[config.mk]
export PLATFORM = sky130hd
export DESIGN_NAME = core_trace_top
export DESIGN_NICKNAME = d
export VERILOG_FILES = /design/src/verilog/trace_pkg.sv /design/src/verilog/trace_stage_pipe.sv /design/src/verilog/trace_event_observer.sv /design/src/verilog/trace_record_builder.sv /design/src/verilog/core_trace_top.sv
export SDC_FILE = /design/constraint.sdc
export NUM_CORES = 1
export LEC_CHECK = 0
export BUFFER_PORTS_ARGS = -buffer_cell sky130_fd_sc_hd__buf_2
export CORE_AREA = 2 2 248 250
export CTS_BUF_LIST = sky130_fd_sc_hd__clkbuf_2
export DETAILED_ROUTE_END_ITERATION = 12
export DIE_AREA = 0 0 250 252
export GPL_ROUTABILITY_DRIVEN = 0
export PLACE_DENSITY = 0.77
export RECOVER_POWER = 25
export SLEW_MARGIN = 5
export SYNTH_ARGS = -nofsm -noshare
export SYNTH_HDL_FRONTEND = slang
export SYNTH_SLANG_ARGS = --single-unit
export TNS_END_PERCENT = 10
[constraint.sdc]
create_clock -name clk_i -period 2.1 [get_ports clk_i]
set_input_delay 0.63 -clock clk_i [delete_from_list [all_inputs] [get_ports clk_i]]
set_output_delay 0.63 -clock clk_i [all_outputs]
set_load 0.05 [all_outputs]
[src/verilog/trace_pkg.sv]
package trace_pkg;

  // Instruction and register data width
  localparam int instr_width_c = 32;

  localparam int reg_addr_width_c = 5;

  // Tile coordinate widths
  localparam int x_cord_width_c = 6;
  localparam int y_cord_width_c = 5;

  localparam int seq_width_c = 16;
  localparam int stamp_width_c = 32;

  // pc_plus4 of zero minus four
  localparam logic [instr_width_c-1:0] bubble_pc_c = {{(instr_width_c-2){1'b1}}, 2'b00};

  // Stall reasons, listed from highest priority down
  typedef enum logic [2:0] {
    stall_none,
    stall_ifetch,
    stall_idiv_wb,
    stall_remote_ld_wb,
    stall_fdiv_wb,
    stall_remote_flw_wb
  } stall_reason_e;

  // Memory access kind of an instruction
  typedef enum logic [2:0] {
    access_none,
    access_local_load,
    access_local_store,
    access_remote_load,
    access_remote_store
  } mem_access_e;

endpackage

[src/verilog/trace_stage_pipe.sv]
module trace_stage_pipe
  import trace_pkg::*;
  #(parameter int pc_width_p = 22
    , parameter int dmem_addr_width_p = 10
  )
  (
    input clk_i
    , input reset_i
    , input stall_all_i

    , input [instr_width_c-1:0] exe_pc_plus4_i
    , input [instr_width_c-1:0] exe_instr_i
    , input exe_is_branch_i
    , input exe_is_jal_i
    , input exe_is_jalr_i
    , input [pc_width_p-1:0] pc_n_i

    , input dmem_v_i
    , input dmem_w_i
    , input [dmem_addr_width_p-1:0] dmem_addr_i
    , input [instr_width_c-1:0] dmem_wdata_i
    , input [instr_width_c-1:0] dmem_rdata_i

    , input remote_v_i
    , input remote_write_i
    , input remote_icache_fetch_i
    , input [instr_width_c-1:0] remote_addr_i
    , input [instr_width_c-1:0] remote_data_i

    , output logic [instr_width_c-1:0] wb_pc_o
    , output logic [instr_width_c-1:0] wb_instr_o
    , output logic wb_bt_v_o
    , output logic [instr_width_c-1:0] wb_btarget_o
    , output mem_access_e wb_access_o
    , output logic [dmem_addr_width_p-1:0] wb_dmem_addr_o
    , output logic [instr_width_c-1:0] wb_remote_addr_o
    , output logic [instr_width_c-1:0] wb_access_data_o
  );

  logic [instr_width_c-1:0] exe_pc;
  logic exe_bt_v;
  logic [instr_width_c-1:0] exe_btarget;
  mem_access_e exe_access;
  logic [instr_width_c-1:0] exe_store_data;

  logic [instr_width_c-1:0] mem_pc_r;
  logic [instr_width_c-1:0] mem_instr_r;
  logic mem_bt_v_r;
  logic [instr_width_c-1:0] mem_btarget_r;
  mem_access_e mem_access_r;
  logic [dmem_addr_width_p-1:0] mem_dmem_addr_r;
  logic [instr_width_c-1:0] mem_remote_addr_r;
  logic [instr_width_c-1:0] mem_store_data_r;

  logic [instr_width_c-1:0] wb_access_data;

  assign exe_pc = exe_pc_plus4_i - instr_width_c'(4);
  assign exe_bt_v = exe_is_branch_i | exe_is_jal_i | exe_is_jalr_i;
  // Word address back to byte address
  assign exe_btarget = {{(instr_width_c-2-pc_width_p){1'b0}}, pc_n_i, 2'b00};

  // Local traffic wins over remote, stores over loads on the network side
  always_comb begin
    exe_access = access_none;
    if (dmem_v_i & ~dmem_w_i) begin
      exe_access = access_local_load;
    end else if (dmem_v_i & dmem_w_i) begin
      exe_access = access_local_store;
    end else if (remote_v_i & remote_write_i) begin
      exe_access = access_remote_store;
    end else if (remote_v_i & ~remote_icache_fetch_i) begin
      exe_access = access_remote_load;
    end
  end

  always_comb begin
    case (exe_access)
      access_local_store:  exe_store_data = dmem_wdata_i;
      access_remote_store: exe_store_data = remote_data_i;
      default:             exe_store_data = '0;
    endcase
  end

  // Load data arrives during MEM
  always_comb begin
    case (mem_access_r)
      access_local_load:   wb_access_data = dmem_rdata_i;
      access_local_store,
      access_remote_store: wb_access_data = mem_store_data_r;
      default:             wb_access_data = '0;
    endcase
  end

  // Both stages start as bubbles
  always_ff @(posedge clk_i) begin
    if (reset_i) begin
      mem_pc_r <= bubble_pc_c;
      mem_instr_r <= '0;
      mem_bt_v_r <= 1'b0;
      mem_btarget_r <= '0;
      mem_access_r <= access_none;
      mem_dmem_addr_r <= '0;
      mem_remote_addr_r <= '0;
      mem_store_data_r <= '0;
      wb_pc_o <= bubble_pc_c;
      wb_instr_o <= '0;
      wb_bt_v_o <= 1'b0;
      wb_btarget_o <= '0;
      wb_access_o <= access_none;
      wb_dmem_addr_o <= '0;
      wb_remote_addr_o <= '0;
      wb_access_data_o <= '0;
    end else if (~stall_all_i) begin
      mem_pc_r <= exe_pc;
      mem_instr_r <= exe_instr_i;
      mem_bt_v_r <= exe_bt_v;
      mem_btarget_r <= exe_btarget;
      mem_access_r <= exe_access;
      mem_dmem_addr_r <= dmem_addr_i;
      mem_remote_addr_r <= remote_addr_i;
      mem_store_data_r <= exe_store_data;
      wb_pc_o <= mem_pc_r;
      wb_instr_o <= mem_instr_r;
      wb_bt_v_o <= mem_bt_v_r;
      wb_btarget_o <= mem_btarget_r;
      wb_access_o <= mem_access_r;
      wb_dmem_addr_o <= mem_dmem_addr_r;
      wb_remote_addr_o <= mem_remote_addr_r;
      wb_access_data_o <= wb_access_data;
    end
  end

endmodule

[src/verilog/trace_event_observer.sv]
module trace_event_observer
  import trace_pkg::*;
  (
    input clk_i
    , input reset_i

    , input stall_ifetch_i
    , input stall_idiv_wb_i
    , input stall_remote_ld_wb_i
    , input stall_fdiv_wb_i
    , input stall_remote_flw_wb_i

    , input int_wen_i
    , input [reg_addr_width_c-1:0] int_waddr_i
    , input [instr_width_c-1:0] int_wdata_i

    , input fp_wen_i
    , input [reg_addr_width_c-1:0] fp_waddr_i
    , input [instr_width_c-1:0] fp_wdata_i

    , output stall_reason_e stall_reason_o
    , output logic int_wen_o
    , output logic [reg_addr_width_c-1:0] int_waddr_o
    , output logic [instr_width_c-1:0] int_wdata_o
    , output logic fp_wen_o
    , output logic [reg_addr_width_c-1:0] fp_waddr_o
    , output logic [instr_width_c-1:0] fp_wdata_o
    , output logic [stamp_width_c-1:0] stamp_o
  );

  // Fetch stall hides any writeback stall
  always_comb begin
    if (stall_ifetch_i) begin
      stall_reason_o = stall_ifetch;
    end else if (stall_idiv_wb_i) begin
      stall_reason_o = stall_idiv_wb;
    end else if (stall_remote_ld_wb_i) begin
      stall_reason_o = stall_remote_ld_wb;
    end else if (stall_fdiv_wb_i) begin
      stall_reason_o = stall_fdiv_wb;
    end else if (stall_remote_flw_wb_i) begin
      stall_reason_o = stall_remote_flw_wb;
    end else begin
      stall_reason_o = stall_none;
    end
  end

  // Idle write ports show up as zero
  assign int_wen_o = int_wen_i;
  assign int_waddr_o = int_wen_i ? int_waddr_i : '0;
  assign int_wdata_o = int_wen_i ? int_wdata_i : '0;

  // Float data stays in raw form
  assign fp_wen_o = fp_wen_i;
  assign fp_waddr_o = fp_wen_i ? fp_waddr_i : '0;
  assign fp_wdata_o = fp_wen_i ? fp_wdata_i : '0;

  always_ff @(posedge clk_i) begin
    if (reset_i) begin
      stamp_o <= '0;
    end else begin
      stamp_o <= stamp_o + 1'b1;
    end
  end

endmodule

[src/verilog/trace_record_builder.sv]
module trace_record_builder
  import trace_pkg::*;
  #(parameter int pc_width_p = 22
    , parameter int dmem_addr_width_p = 10
  )
  (
    input clk_i
    , input reset_i
    , input trace_en_i

    , input [x_cord_width_c-1:0] my_x_i
    , input [y_cord_width_c-1:0] my_y_i

    , input [instr_width_c-1:0] wb_pc_i
    , input [instr_width_c-1:0] wb_instr_i
    , input wb_bt_v_i
    , input [instr_width_c-1:0] wb_btarget_i
    , input mem_access_e wb_access_i
    , input [dmem_addr_width_p-1:0] wb_dmem_addr_i
    , input [instr_width_c-1:0] wb_remote_addr_i
    , input [instr_width_c-1:0] wb_access_data_i

    , input stall_reason_e stall_reason_i
    , input int_wen_i
    , input [reg_addr_width_c-1:0] int_waddr_i
    , input [instr_width_c-1:0] int_wdata_i
    , input fp_wen_i
    , input [reg_addr_width_c-1:0] fp_waddr_i
    , input [instr_width_c-1:0] fp_wdata_i
    , input [stamp_width_c-1:0] stamp_i

    , output logic trace_v_o
    , output logic [seq_width_c-1:0] trace_seq_o
    , output logic [stamp_width_c-1:0] trace_stamp_o
    , output logic [x_cord_width_c-1:0] trace_x_o
    , output logic [y_cord_width_c-1:0] trace_y_o
    , output logic trace_bubble_o
    , output logic [instr_width_c-1:0] trace_pc_o
    , output logic [instr_width_c-1:0] trace_instr_o
    , output stall_reason_e trace_stall_o
    , output logic trace_int_wen_o
    , output logic [reg_addr_width_c-1:0] trace_int_waddr_o
    , output logic [instr_width_c-1:0] trace_int_wdata_o
    , output logic trace_fp_v_o
    , output logic [reg_addr_width_c-1:0] trace_fp_waddr_o
    , output logic [instr_width_c-1:0] trace_fp_wdata_o
    , output logic trace_bt_v_o
    , output logic [instr_width_c-1:0] trace_btarget_o
    , output mem_access_e trace_access_o
    , output logic [dmem_addr_width_p-1:0] trace_dmem_addr_o
    , output logic [instr_width_c-1:0] trace_remote_addr_o
    , output logic [instr_width_c-1:0] trace_access_data_o
  );

  // Byte-address bits a branch target can actually use
  localparam int btarget_width_lp = pc_width_p + 2;

  logic wb_bubble;
  logic [seq_width_c-1:0] seq_cnt_r;
  logic [btarget_width_lp-1:0] btarget_r;

  assign wb_bubble = (wb_pc_i == bubble_pc_c);

  // Upper target bits are always zero
  assign trace_btarget_o = {{(instr_width_c-btarget_width_lp){1'b0}}, btarget_r};

  always_ff @(posedge clk_i) begin
    if (reset_i) begin
      trace_v_o <= 1'b0;
      trace_seq_o <= '0;
      trace_stamp_o <= '0;
      seq_cnt_r <= '0;
    end else begin
      trace_v_o <= trace_en_i;
      if (trace_en_i) begin
        trace_seq_o <= seq_cnt_r;
        trace_stamp_o <= stamp_i;
        seq_cnt_r <= seq_cnt_r + 1'b1;
      end
    end
  end

  always_ff @(posedge clk_i) begin
    if (trace_en_i) begin
      trace_x_o <= my_x_i;
      trace_y_o <= my_y_i;
      trace_bubble_o <= wb_bubble;
      trace_pc_o <= wb_pc_i;
      trace_instr_o <= wb_instr_i;
      trace_stall_o <= stall_reason_i;
      trace_int_wen_o <= int_wen_i;
      trace_int_waddr_o <= int_waddr_i;
      trace_int_wdata_o <= int_wdata_i;
      // No float record for a bubble
      trace_fp_v_o <= fp_wen_i & ~wb_bubble;
      trace_fp_waddr_o <= fp_waddr_i;
      trace_fp_wdata_o <= fp_wdata_i;
      trace_bt_v_o <= wb_bt_v_i;
      btarget_r <= wb_btarget_i[btarget_width_lp-1:0];
      trace_access_o <= wb_access_i;
      trace_dmem_addr_o <= wb_dmem_addr_i;
      trace_remote_addr_o <= wb_remote_addr_i;
      trace_access_data_o <= wb_access_data_i;
    end
  end

endmodule

[src/verilog/core_trace_top.sv]
module core_trace_top
  import trace_pkg::*;
  #(parameter int pc_width_p = 22
    , parameter int dmem_addr_width_p = 10
  )
  (
    input clk_i
    , input reset_i
    , input trace_en_i

    , input stall_all_i
    , input stall_ifetch_i
    , input stall_idiv_wb_i
    , input stall_remote_ld_wb_i
    , input stall_fdiv_wb_i
    , input stall_remote_flw_wb_i

    , input [instr_width_c-1:0] exe_pc_plus4_i
    , input [instr_width_c-1:0] exe_instr_i
    , input exe_is_branch_i
    , input exe_is_jal_i
    , input exe_is_jalr_i
    , input [pc_width_p-1:0] pc_n_i

    , input dmem_v_i
    , input dmem_w_i
    , input [dmem_addr_width_p-1:0] dmem_addr_i
    , input [instr_width_c-1:0] dmem_wdata_i
    , input [instr_width_c-1:0] dmem_rdata_i

    , input remote_v_i
    , input remote_write_i
    , input remote_icache_fetch_i
    , input [instr_width_c-1:0] remote_addr_i
    , input [instr_width_c-1:0] remote_data_i

    , input int_wen_i
    , input [reg_addr_width_c-1:0] int_waddr_i
    , input [instr_width_c-1:0] int_wdata_i
    , input fp_wen_i
    , input [reg_addr_width_c-1:0] fp_waddr_i
    , input [instr_width_c-1:0] fp_wdata_i

    , input [x_cord_width_c-1:0] my_x_i
    , input [y_cord_width_c-1:0] my_y_i

    , output logic trace_v_o
    , output logic [seq_width_c-1:0] trace_seq_o
    , output logic [stamp_width_c-1:0] trace_stamp_o
    , output logic [x_cord_width_c-1:0] trace_x_o
    , output logic [y_cord_width_c-1:0] trace_y_o
    , output logic trace_bubble_o
    , output logic [instr_width_c-1:0] trace_pc_o
    , output logic [instr_width_c-1:0] trace_instr_o
    , output stall_reason_e trace_stall_o
    , output logic trace_int_wen_o
    , output logic [reg_addr_width_c-1:0] trace_int_waddr_o
    , output logic [instr_width_c-1:0] trace_int_wdata_o
    , output logic trace_fp_v_o
    , output logic [reg_addr_width_c-1:0] trace_fp_waddr_o
    , output logic [instr_width_c-1:0] trace_fp_wdata_o
    , output logic trace_bt_v_o
    , output logic [instr_width_c-1:0] trace_btarget_o
    , output mem_access_e trace_access_o
    , output logic [dmem_addr_width_p-1:0] trace_dmem_addr_o
    , output logic [instr_width_c-1:0] trace_remote_addr_o
    , output logic [instr_width_c-1:0] trace_access_data_o
  );

  // WB shadow state
  logic [instr_width_c-1:0] wb_pc;
  logic [instr_width_c-1:0] wb_instr;
  logic wb_bt_v;
  logic [instr_width_c-1:0] wb_btarget;
  mem_access_e wb_access;
  logic [dmem_addr_width_p-1:0] wb_dmem_addr;
  logic [instr_width_c-1:0] wb_remote_addr;
  logic [instr_width_c-1:0] wb_access_data;

  // Observer events
  stall_reason_e stall_reason;
  logic int_wen;
  logic [reg_addr_width_c-1:0] int_waddr;
  logic [instr_width_c-1:0] int_wdata;
  logic fp_wen;
  logic [reg_addr_width_c-1:0] fp_waddr;
  logic [instr_width_c-1:0] fp_wdata;
  logic [stamp_width_c-1:0] stamp;

  trace_stage_pipe #(
    .pc_width_p(pc_width_p)
    , .dmem_addr_width_p(dmem_addr_width_p)
  ) u_stage_pipe (
    .clk_i(clk_i)
    , .reset_i(reset_i)
    , .stall_all_i(stall_all_i)
    , .exe_pc_plus4_i(exe_pc_plus4_i)
    , .exe_instr_i(exe_instr_i)
    , .exe_is_branch_i(exe_is_branch_i)
    , .exe_is_jal_i(exe_is_jal_i)
    , .exe_is_jalr_i(exe_is_jalr_i)
    , .pc_n_i(pc_n_i)
    , .dmem_v_i(dmem_v_i)
    , .dmem_w_i(dmem_w_i)
    , .dmem_addr_i(dmem_addr_i)
    , .dmem_wdata_i(dmem_wdata_i)
    , .dmem_rdata_i(dmem_rdata_i)
    , .remote_v_i(remote_v_i)
    , .remote_write_i(remote_write_i)
    , .remote_icache_fetch_i(remote_icache_fetch_i)
    , .remote_addr_i(remote_addr_i)
    , .remote_data_i(remote_data_i)
    , .wb_pc_o(wb_pc)
    , .wb_instr_o(wb_instr)
    , .wb_bt_v_o(wb_bt_v)
    , .wb_btarget_o(wb_btarget)
    , .wb_access_o(wb_access)
    , .wb_dmem_addr_o(wb_dmem_addr)
    , .wb_remote_addr_o(wb_remote_addr)
    , .wb_access_data_o(wb_access_data)
  );

  trace_event_observer u_event_observer (
    .clk_i(clk_i)
    , .reset_i(reset_i)
    , .stall_ifetch_i(stall_ifetch_i)
    , .stall_idiv_wb_i(stall_idiv_wb_i)
    , .stall_remote_ld_wb_i(stall_remote_ld_wb_i)
    , .stall_fdiv_wb_i(stall_fdiv_wb_i)
    , .stall_remote_flw_wb_i(stall_remote_flw_wb_i)
    , .int_wen_i(int_wen_i)
    , .int_waddr_i(int_waddr_i)
    , .int_wdata_i(int_wdata_i)
    , .fp_wen_i(fp_wen_i)
    , .fp_waddr_i(fp_waddr_i)
    , .fp_wdata_i(fp_wdata_i)
    , .stall_reason_o(stall_reason)
    , .int_wen_o(int_wen)
    , .int_waddr_o(int_waddr)
    , .int_wdata_o(int_wdata)
    , .fp_wen_o(fp_wen)
    , .fp_waddr_o(fp_waddr)
    , .fp_wdata_o(fp_wdata)
    , .stamp_o(stamp)
  );

  trace_record_builder #(
    .pc_width_p(pc_width_p)
    , .dmem_addr_width_p(dmem_addr_width_p)
  ) u_record_builder (
    .clk_i(clk_i)
    , .reset_i(reset_i)
    , .trace_en_i(trace_en_i)
    , .my_x_i(my_x_i)
    , .my_y_i(my_y_i)
    , .wb_pc_i(wb_pc)
    , .wb_instr_i(wb_instr)
    , .wb_bt_v_i(wb_bt_v)
    , .wb_btarget_i(wb_btarget)
    , .wb_access_i(wb_access)
    , .wb_dmem_addr_i(wb_dmem_addr)
    , .wb_remote_addr_i(wb_remote_addr)
    , .wb_access_data_i(wb_access_data)
    , .stall_reason_i(stall_reason)
    , .int_wen_i(int_wen)
    , .int_waddr_i(int_waddr)
    , .int_wdata_i(int_wdata)
    , .fp_wen_i(fp_wen)
    , .fp_waddr_i(fp_waddr)
    , .fp_wdata_i(fp_wdata)
    , .stamp_i(stamp)
    , .trace_v_o(trace_v_o)
    , .trace_seq_o(trace_seq_o)
    , .trace_stamp_o(trace_stamp_o)
    , .trace_x_o(trace_x_o)
    , .trace_y_o(trace_y_o)
    , .trace_bubble_o(trace_bubble_o)
    , .trace_pc_o(trace_pc_o)
    , .trace_instr_o(trace_instr_o)
    , .trace_stall_o(trace_stall_o)
    , .trace_int_wen_o(trace_int_wen_o)
    , .trace_int_waddr_o(trace_int_waddr_o)
    , .trace_int_wdata_o(trace_int_wdata_o)
    , .trace_fp_v_o(trace_fp_v_o)
    , .trace_fp_waddr_o(trace_fp_waddr_o)
    , .trace_fp_wdata_o(trace_fp_wdata_o)
    , .trace_bt_v_o(trace_bt_v_o)
    , .trace_btarget_o(trace_btarget_o)
    , .trace_access_o(trace_access_o)
    , .trace_dmem_addr_o(trace_dmem_addr_o)
    , .trace_remote_addr_o(trace_remote_addr_o)
    , .trace_access_data_o(trace_access_data_o)
  );

endmodule

==> results of run 1 <==
-- synthesized netlist by cell type, types with 3 or more instances --
library cell	instances	area, µm²
a222oi_1	32	320
xnor2_1	22	193
nor2_1	339	1270
nor2b_1	44	275
mux2i_1	284	2840
edfxtp_1	255	7660
or3_1	9	56.3
xor2_1	28	245
a221oi_1	34	298
inv_1	15	56.3
nor3_1	56	280
and2_1	75	469
nor3b_1	10	75.1
and4_1	4	35.0
buf_1	16	60.1
ha_1	3	37.5
a311oi_1	3	26.3
nand2_1	59	221
o21ai_0	17	85.1
clkbuf_1	100	375
a31o_2	5	43.8
buf_2	7	35.0
nand3_1	24	120
nor4b_1	5	43.8
and3_1	6	37.5
nor4_1	14	87.6
dfxtp_1	425	8510
nand4_1	23	144
o211ai_1	5	37.5
or4_1	4	30.0
a21oi_1	21	105
buf_4	10	75.1
-- stage by stage --
| stage | TNS (ns) | hold WS [ns] | setup WS, ns | utilization |
|---|---|---|---|---|
| 3_5_place_dp | -2.60 | 0.416 | -0.252 | 0.483 |
| 3_3_place_gp | -1.77 | 0.411 | -0.203 | 0.483 |
| 2_1_floorplan | 0 | 0.408 | 0.0196 | - |
-- kinds of logic after synthesis --
group,synth area share
and+or+nand+nor,0.137
muxes,0.116
adders and majority gates,0.00153
DFF,0.661
buffers and inverters,0.0250
xor gates and xnor gates,0.0179
other,0.000153
AOI/OAI and AO/OA,0.0415
==> metrics.txt, run 1 <==
post-synthesis sequential area ratio=0.661; Final HPWL DP=just over 50000 µm; Resize count post-CTS=roughly 710; Post-synth ARST share=0; Stop stage=clock tree synthesis; Cells after DPL=~3400; status=aborted with a tool error; CTS sink cnt=680; CTS Root Buffer Type=clkbuf_2; Clock Path Buffers=3; top_reg_cell synth=dfxtp_1; number of clock buffers inserted by TritonCTS=166; CTS H-tree depth=4; mean post-synth cell area=12.3 µm²; I/O Buffers=roughly 630; synth warn=0; Post-DP Area=around 29000 µm²; stop err=[ERROR RSZ-0060] Max buffer count reached.; Mapped Area=24500 µm²; cells after synthesis=slightly below 2000; Post-synth EDFFs=around 260; hold_buf cts=between 700 and 800; Top Ports=approximately 640; initial core utilization=0.407; Post-CTS Setup Bufs=0; Seq cells post-synth=between 600 and 700; row count=90; die width=250 µm; Chip Height=around 250 µm; synth unique cells=60
==> run 2: changes to the inputs <==
--- a/config.mk
+++ b/config.mk
@@ -6,12 +6,11 @@
 export NUM_CORES = 1
 export LEC_CHECK = 0
 export BUFFER_PORTS_ARGS = -buffer_cell sky130_fd_sc_hd__buf_2
-export CORE_AREA = 2 2 248 250
-export CTS_BUF_LIST = sky130_fd_sc_hd__clkbuf_2
+export CORE_MARGIN = 2
+export CORE_UTILIZATION = 40
 export DETAILED_ROUTE_END_ITERATION = 12
-export DIE_AREA = 0 0 250 252
 export GPL_ROUTABILITY_DRIVEN = 0
-export PLACE_DENSITY = 0.77
+export PLACE_DENSITY_LB_ADDON = 0.15
 export RECOVER_POWER = 25
 export SLEW_MARGIN = 5
 export SYNTH_ARGS = -nofsm -noshare
==> constraint.sdc (replaced) <==
create_clock -name clk_i -period 2.7 [get_ports clk_i]
set_input_delay 0.81 -clock clk_i [delete_from_list [all_inputs] [get_ports clk_i]]
set_output_delay 0.81 -clock clk_i [all_outputs]
set_load 0.05 [all_outputs]
==> run 2 against run 1 <==
The flow now finishes, with violations (max-capacitance violations, max-slew violations). Synthesized cell count did not move. Synthesized area stayed put.
==> metrics.txt, run 2 <==
vias in the first global route=between 15000 and 20000; cell leakage power=between 10 and 15 nW; Final period util=0.855; R2R cell count=5; failing checks=max-capacitance violations, max-slew violations; main combinational cell family by area after synthesis=simple AND/OR/NAND/NOR gates; crit path DAT=2.71 ns; cells after synthesis=1988 (unchanged); worst min-delay path class=in -> reg; Area Growth Syn to Fin=26.5%; r2r endpoint=u_event_observer.stamp_o[28]$_SDFF_PP0_; Final Skew=approximately 0.024 ns; Clock transition at path regs=about 0.06 ns; initial core utilization=0.405 (-0.00152); First DRT Iteration DRCs=just over 800; Synth Area in Adders=0.00153 (unchanged); total congestion overflow=0; Fmax=about 430 MHz; post-synthesis mux area share=0.116 (unchanged); top_reg_cell synth=dfxtp_1; fill cell count=between 5000 and 6000; Clock Path Buffers=3 (unchanged); row count=90 (unchanged); MaxCap Viol Count=1; CTS Root Buffer Type=clkbuf_16; Resize count post-CTS=0 (-100%); I/O Buffers=631 (unchanged); final setup vio count=0; actual slew at the worst max-slew pin=between 1.5 and 2 ns; CP Max Fanout=roughly 90; vias per cell=roughly 5; share of cells above drive strength 1=0.297; Chip Height=251 µm (-0.28%); startpoint types=primary input; GRT Total Usage=0.199; Crit. End Element=flip-flop; Top Ports=642 (unchanged); Yosys top cell by area=dfxtp_1; hold_buf cts=0 (-100%); CTS tree=yes; Worst Hold Path EP=u_record_builder.trace_x_o[4]$_DFFE_PP_; number of clock buffers inserted by TritonCTS=73 (-56%); CTS sink cnt=680 (unchanged); min-delay src=my_x_i[4]; top cell type's share of synthesized area=0.348 (unchanged); xor/xnor share of the synthesized area=0.0179 (unchanged); combinational share of power=0.103; Cell Pwr Density=approximately 760 nW/µm²; CTS H-tree depth=3 (-1); FF-to-FF Start=u_event_observer.stamp_o[9]$_SDFF_PP0_; synth warn=0 (unchanged); Final Hold Viols=0; most numerous cell in the Yosys netlist=dfxtp_1; Post-synth ARST share=0 (unchanged); max_slew headroom=-0.231; # nets final=2945; Final HPWL DP=46900 µm (-8.7%); share of power burned in the clock network=0.412; largest net degree at the start of global routing=approximately 130; drt wl/cell=18.7 µm; most common cell after layout, fill and taps aside=buf_2; internal power=approximately 18 mW; Final Max Tran Viols=89; # DRC=0; Seq cells post-synth=680 (unchanged); min cycle time layout=about 2.3 ns; post-synthesis sequential area ratio=0.661 (unchanged); Compound-Gate Fraction of Synth Area=0.0415 (unchanged); Reg area=around 16000 µm²; sequential group share of total power=0.485; drt pass-1 iters=6; Mapped Area=24500 µm² (unchanged); core box area=slightly above 60000 µm²; mean post-synth cell area=12.3 µm² (unchanged); initial antenna violation count=21; Clock Latency Late Sink=around 0.60 ns; Net Sw Power=between 5 and 6 mW; Final Non-Filler Cells=3468; most frequent cells after synthesis=dfxtp_1, nor2_1, mux2i_1; most frequent cells in the layout=buf_2, dfxtp_1, nor2_1; Setup Crit Path Kind=in -> reg; Post-CTS Setup Bufs=0 (unchanged); Fin Setup TNS=0 ns; area of the multi-input gates=between 7000 and 8000 µm²; Area contributors post-synth=dfxtp_1, edfxtp_1, mux2i_1, nor2_1, and2_1; vias after detailed routing=17200; die width=251 µm (+0.52%); flop-to-flop setup slack=approximately 0.47 ns; final wirelength=approximately 65000 µm; Post-synth EDFFs=255 (unchanged); Detail Route Antenna Nets=0; switching share of total power=0.252; RSZ-0062 raised after global routing=no; Cells after DPL=3321 (-1.2%); synth unique cells=60 (unchanged); status=complete, but fails checks; worst-case vdd ir drop=0.536 mV; Die ar.=~63000 µm²; Simple-Gate Fraction of Synth Area=0.137 (unchanged); CP Data Required Time=3.11 ns; Hold Path Stages=1; first-pass GRT wire length=96900 µm
-- run 2: cell counts after synthesis --
Identical to the previous run, type by type.
-- run 2: worst max path at each step --
stage	slack [ns]	startpoint	end
6_report	0.39	reset_i	u_stage_pipe.wb_instr_o[26]$_SDFFE_PP0N_
4_1_cts	0.48	u_record_builder.trace_int_wdata_o[2]$_SDFFCE_PN0P_	trace_int_wdata_o[2]
5_1_grt	0.20	reset_i	u_stage_pipe.wb_instr_o[26]$_SDFFE_PP0N_
3_5_place_dp	0.09	exe_pc_plus4_i[15]	u_stage_pipe.mem_pc_r[27]$_SDFFE_PP1N_
2_1_floorplan	0.31	exe_pc_plus4_i[2]	u_stage_pipe.mem_pc_r[18]$_SDFFE_PP1N_
3_3_place_gp	0.15	exe_pc_plus4_i[15]	u_stage_pipe.mem_pc_r[29]$_SDFFE_PP1N_
-- run 2: cells by family after synthesis --
kind of cell / count (synthesis)
AOI/OAI and AO/OA: 130
xor gates and xnor gates: 50
adders and majority gates: 3
buffers and inverters: 150
DFF: 680
muxes: 284
other: 1
and+or+nand+nor: 690
-- run 2: area by class of cell --
cell class / count / share of cell area
inverters: 16 / 0.00194
well taps: 782 / 0.0316
diodes: 11 / 0.000890
multi-input cells: 1167 / 0.250
clock inverters: 22 / 0.00671
repair buffers: 676 / 0.118
flip-flops and latches: 680 / 0.522
clock buffers: 114 / 0.0686
-- run 2: power by group through the flow --
stage	sequential (mW)	clock [mW]	combinational, mW
floorplan	12.4	0	0.768
global placement	11.5	0	2.42
detailed placement	11.6	0	2.44
CTS	11.3	9.92	2.45
global route	11.4	10.3	2.57
finish	11.3	9.64	2.41
-- run 2: layer usage --
| layer | part of all wire | up-vias | GRT usage |
|---|---|---|---|
| met5 | 0.0018 | - | 0 |
| met4 | 0.030 | 18 | 0.0816 |
| met3 | 0.087 | 125 | 0.0702 |
| met2 | 0.50 | 547 | 0.346 |
| met1 | 0.38 | 8144 | 0.223 |
| li1 | - | 8316 | - |
-- run 2: stage by stage --
step	instance area, µm²	utilization	power (mW)	hold WS (ns)	worst slack [ns]
5_1_grt	30900	0.513	24.3	0.352	0.197
3_3_place_gp	28600	0.474	14.0	0.412	0.155
6_report	30900	0.513	23.4	0.385	0.393
4_1_cts	31000	0.513	23.7	0.333	0.476
3_5_place_dp	28600	0.474	14.0	0.414	0.0855
2_1_floorplan	24500	-	13.1	0.408	0.312
-- run 2: worst max-delay path: stages --
cell and delay, ns:
buf_8 0.26, clkbuf_2 1.39, nor2_1 0.17
(Power assumes the default switching activity.)
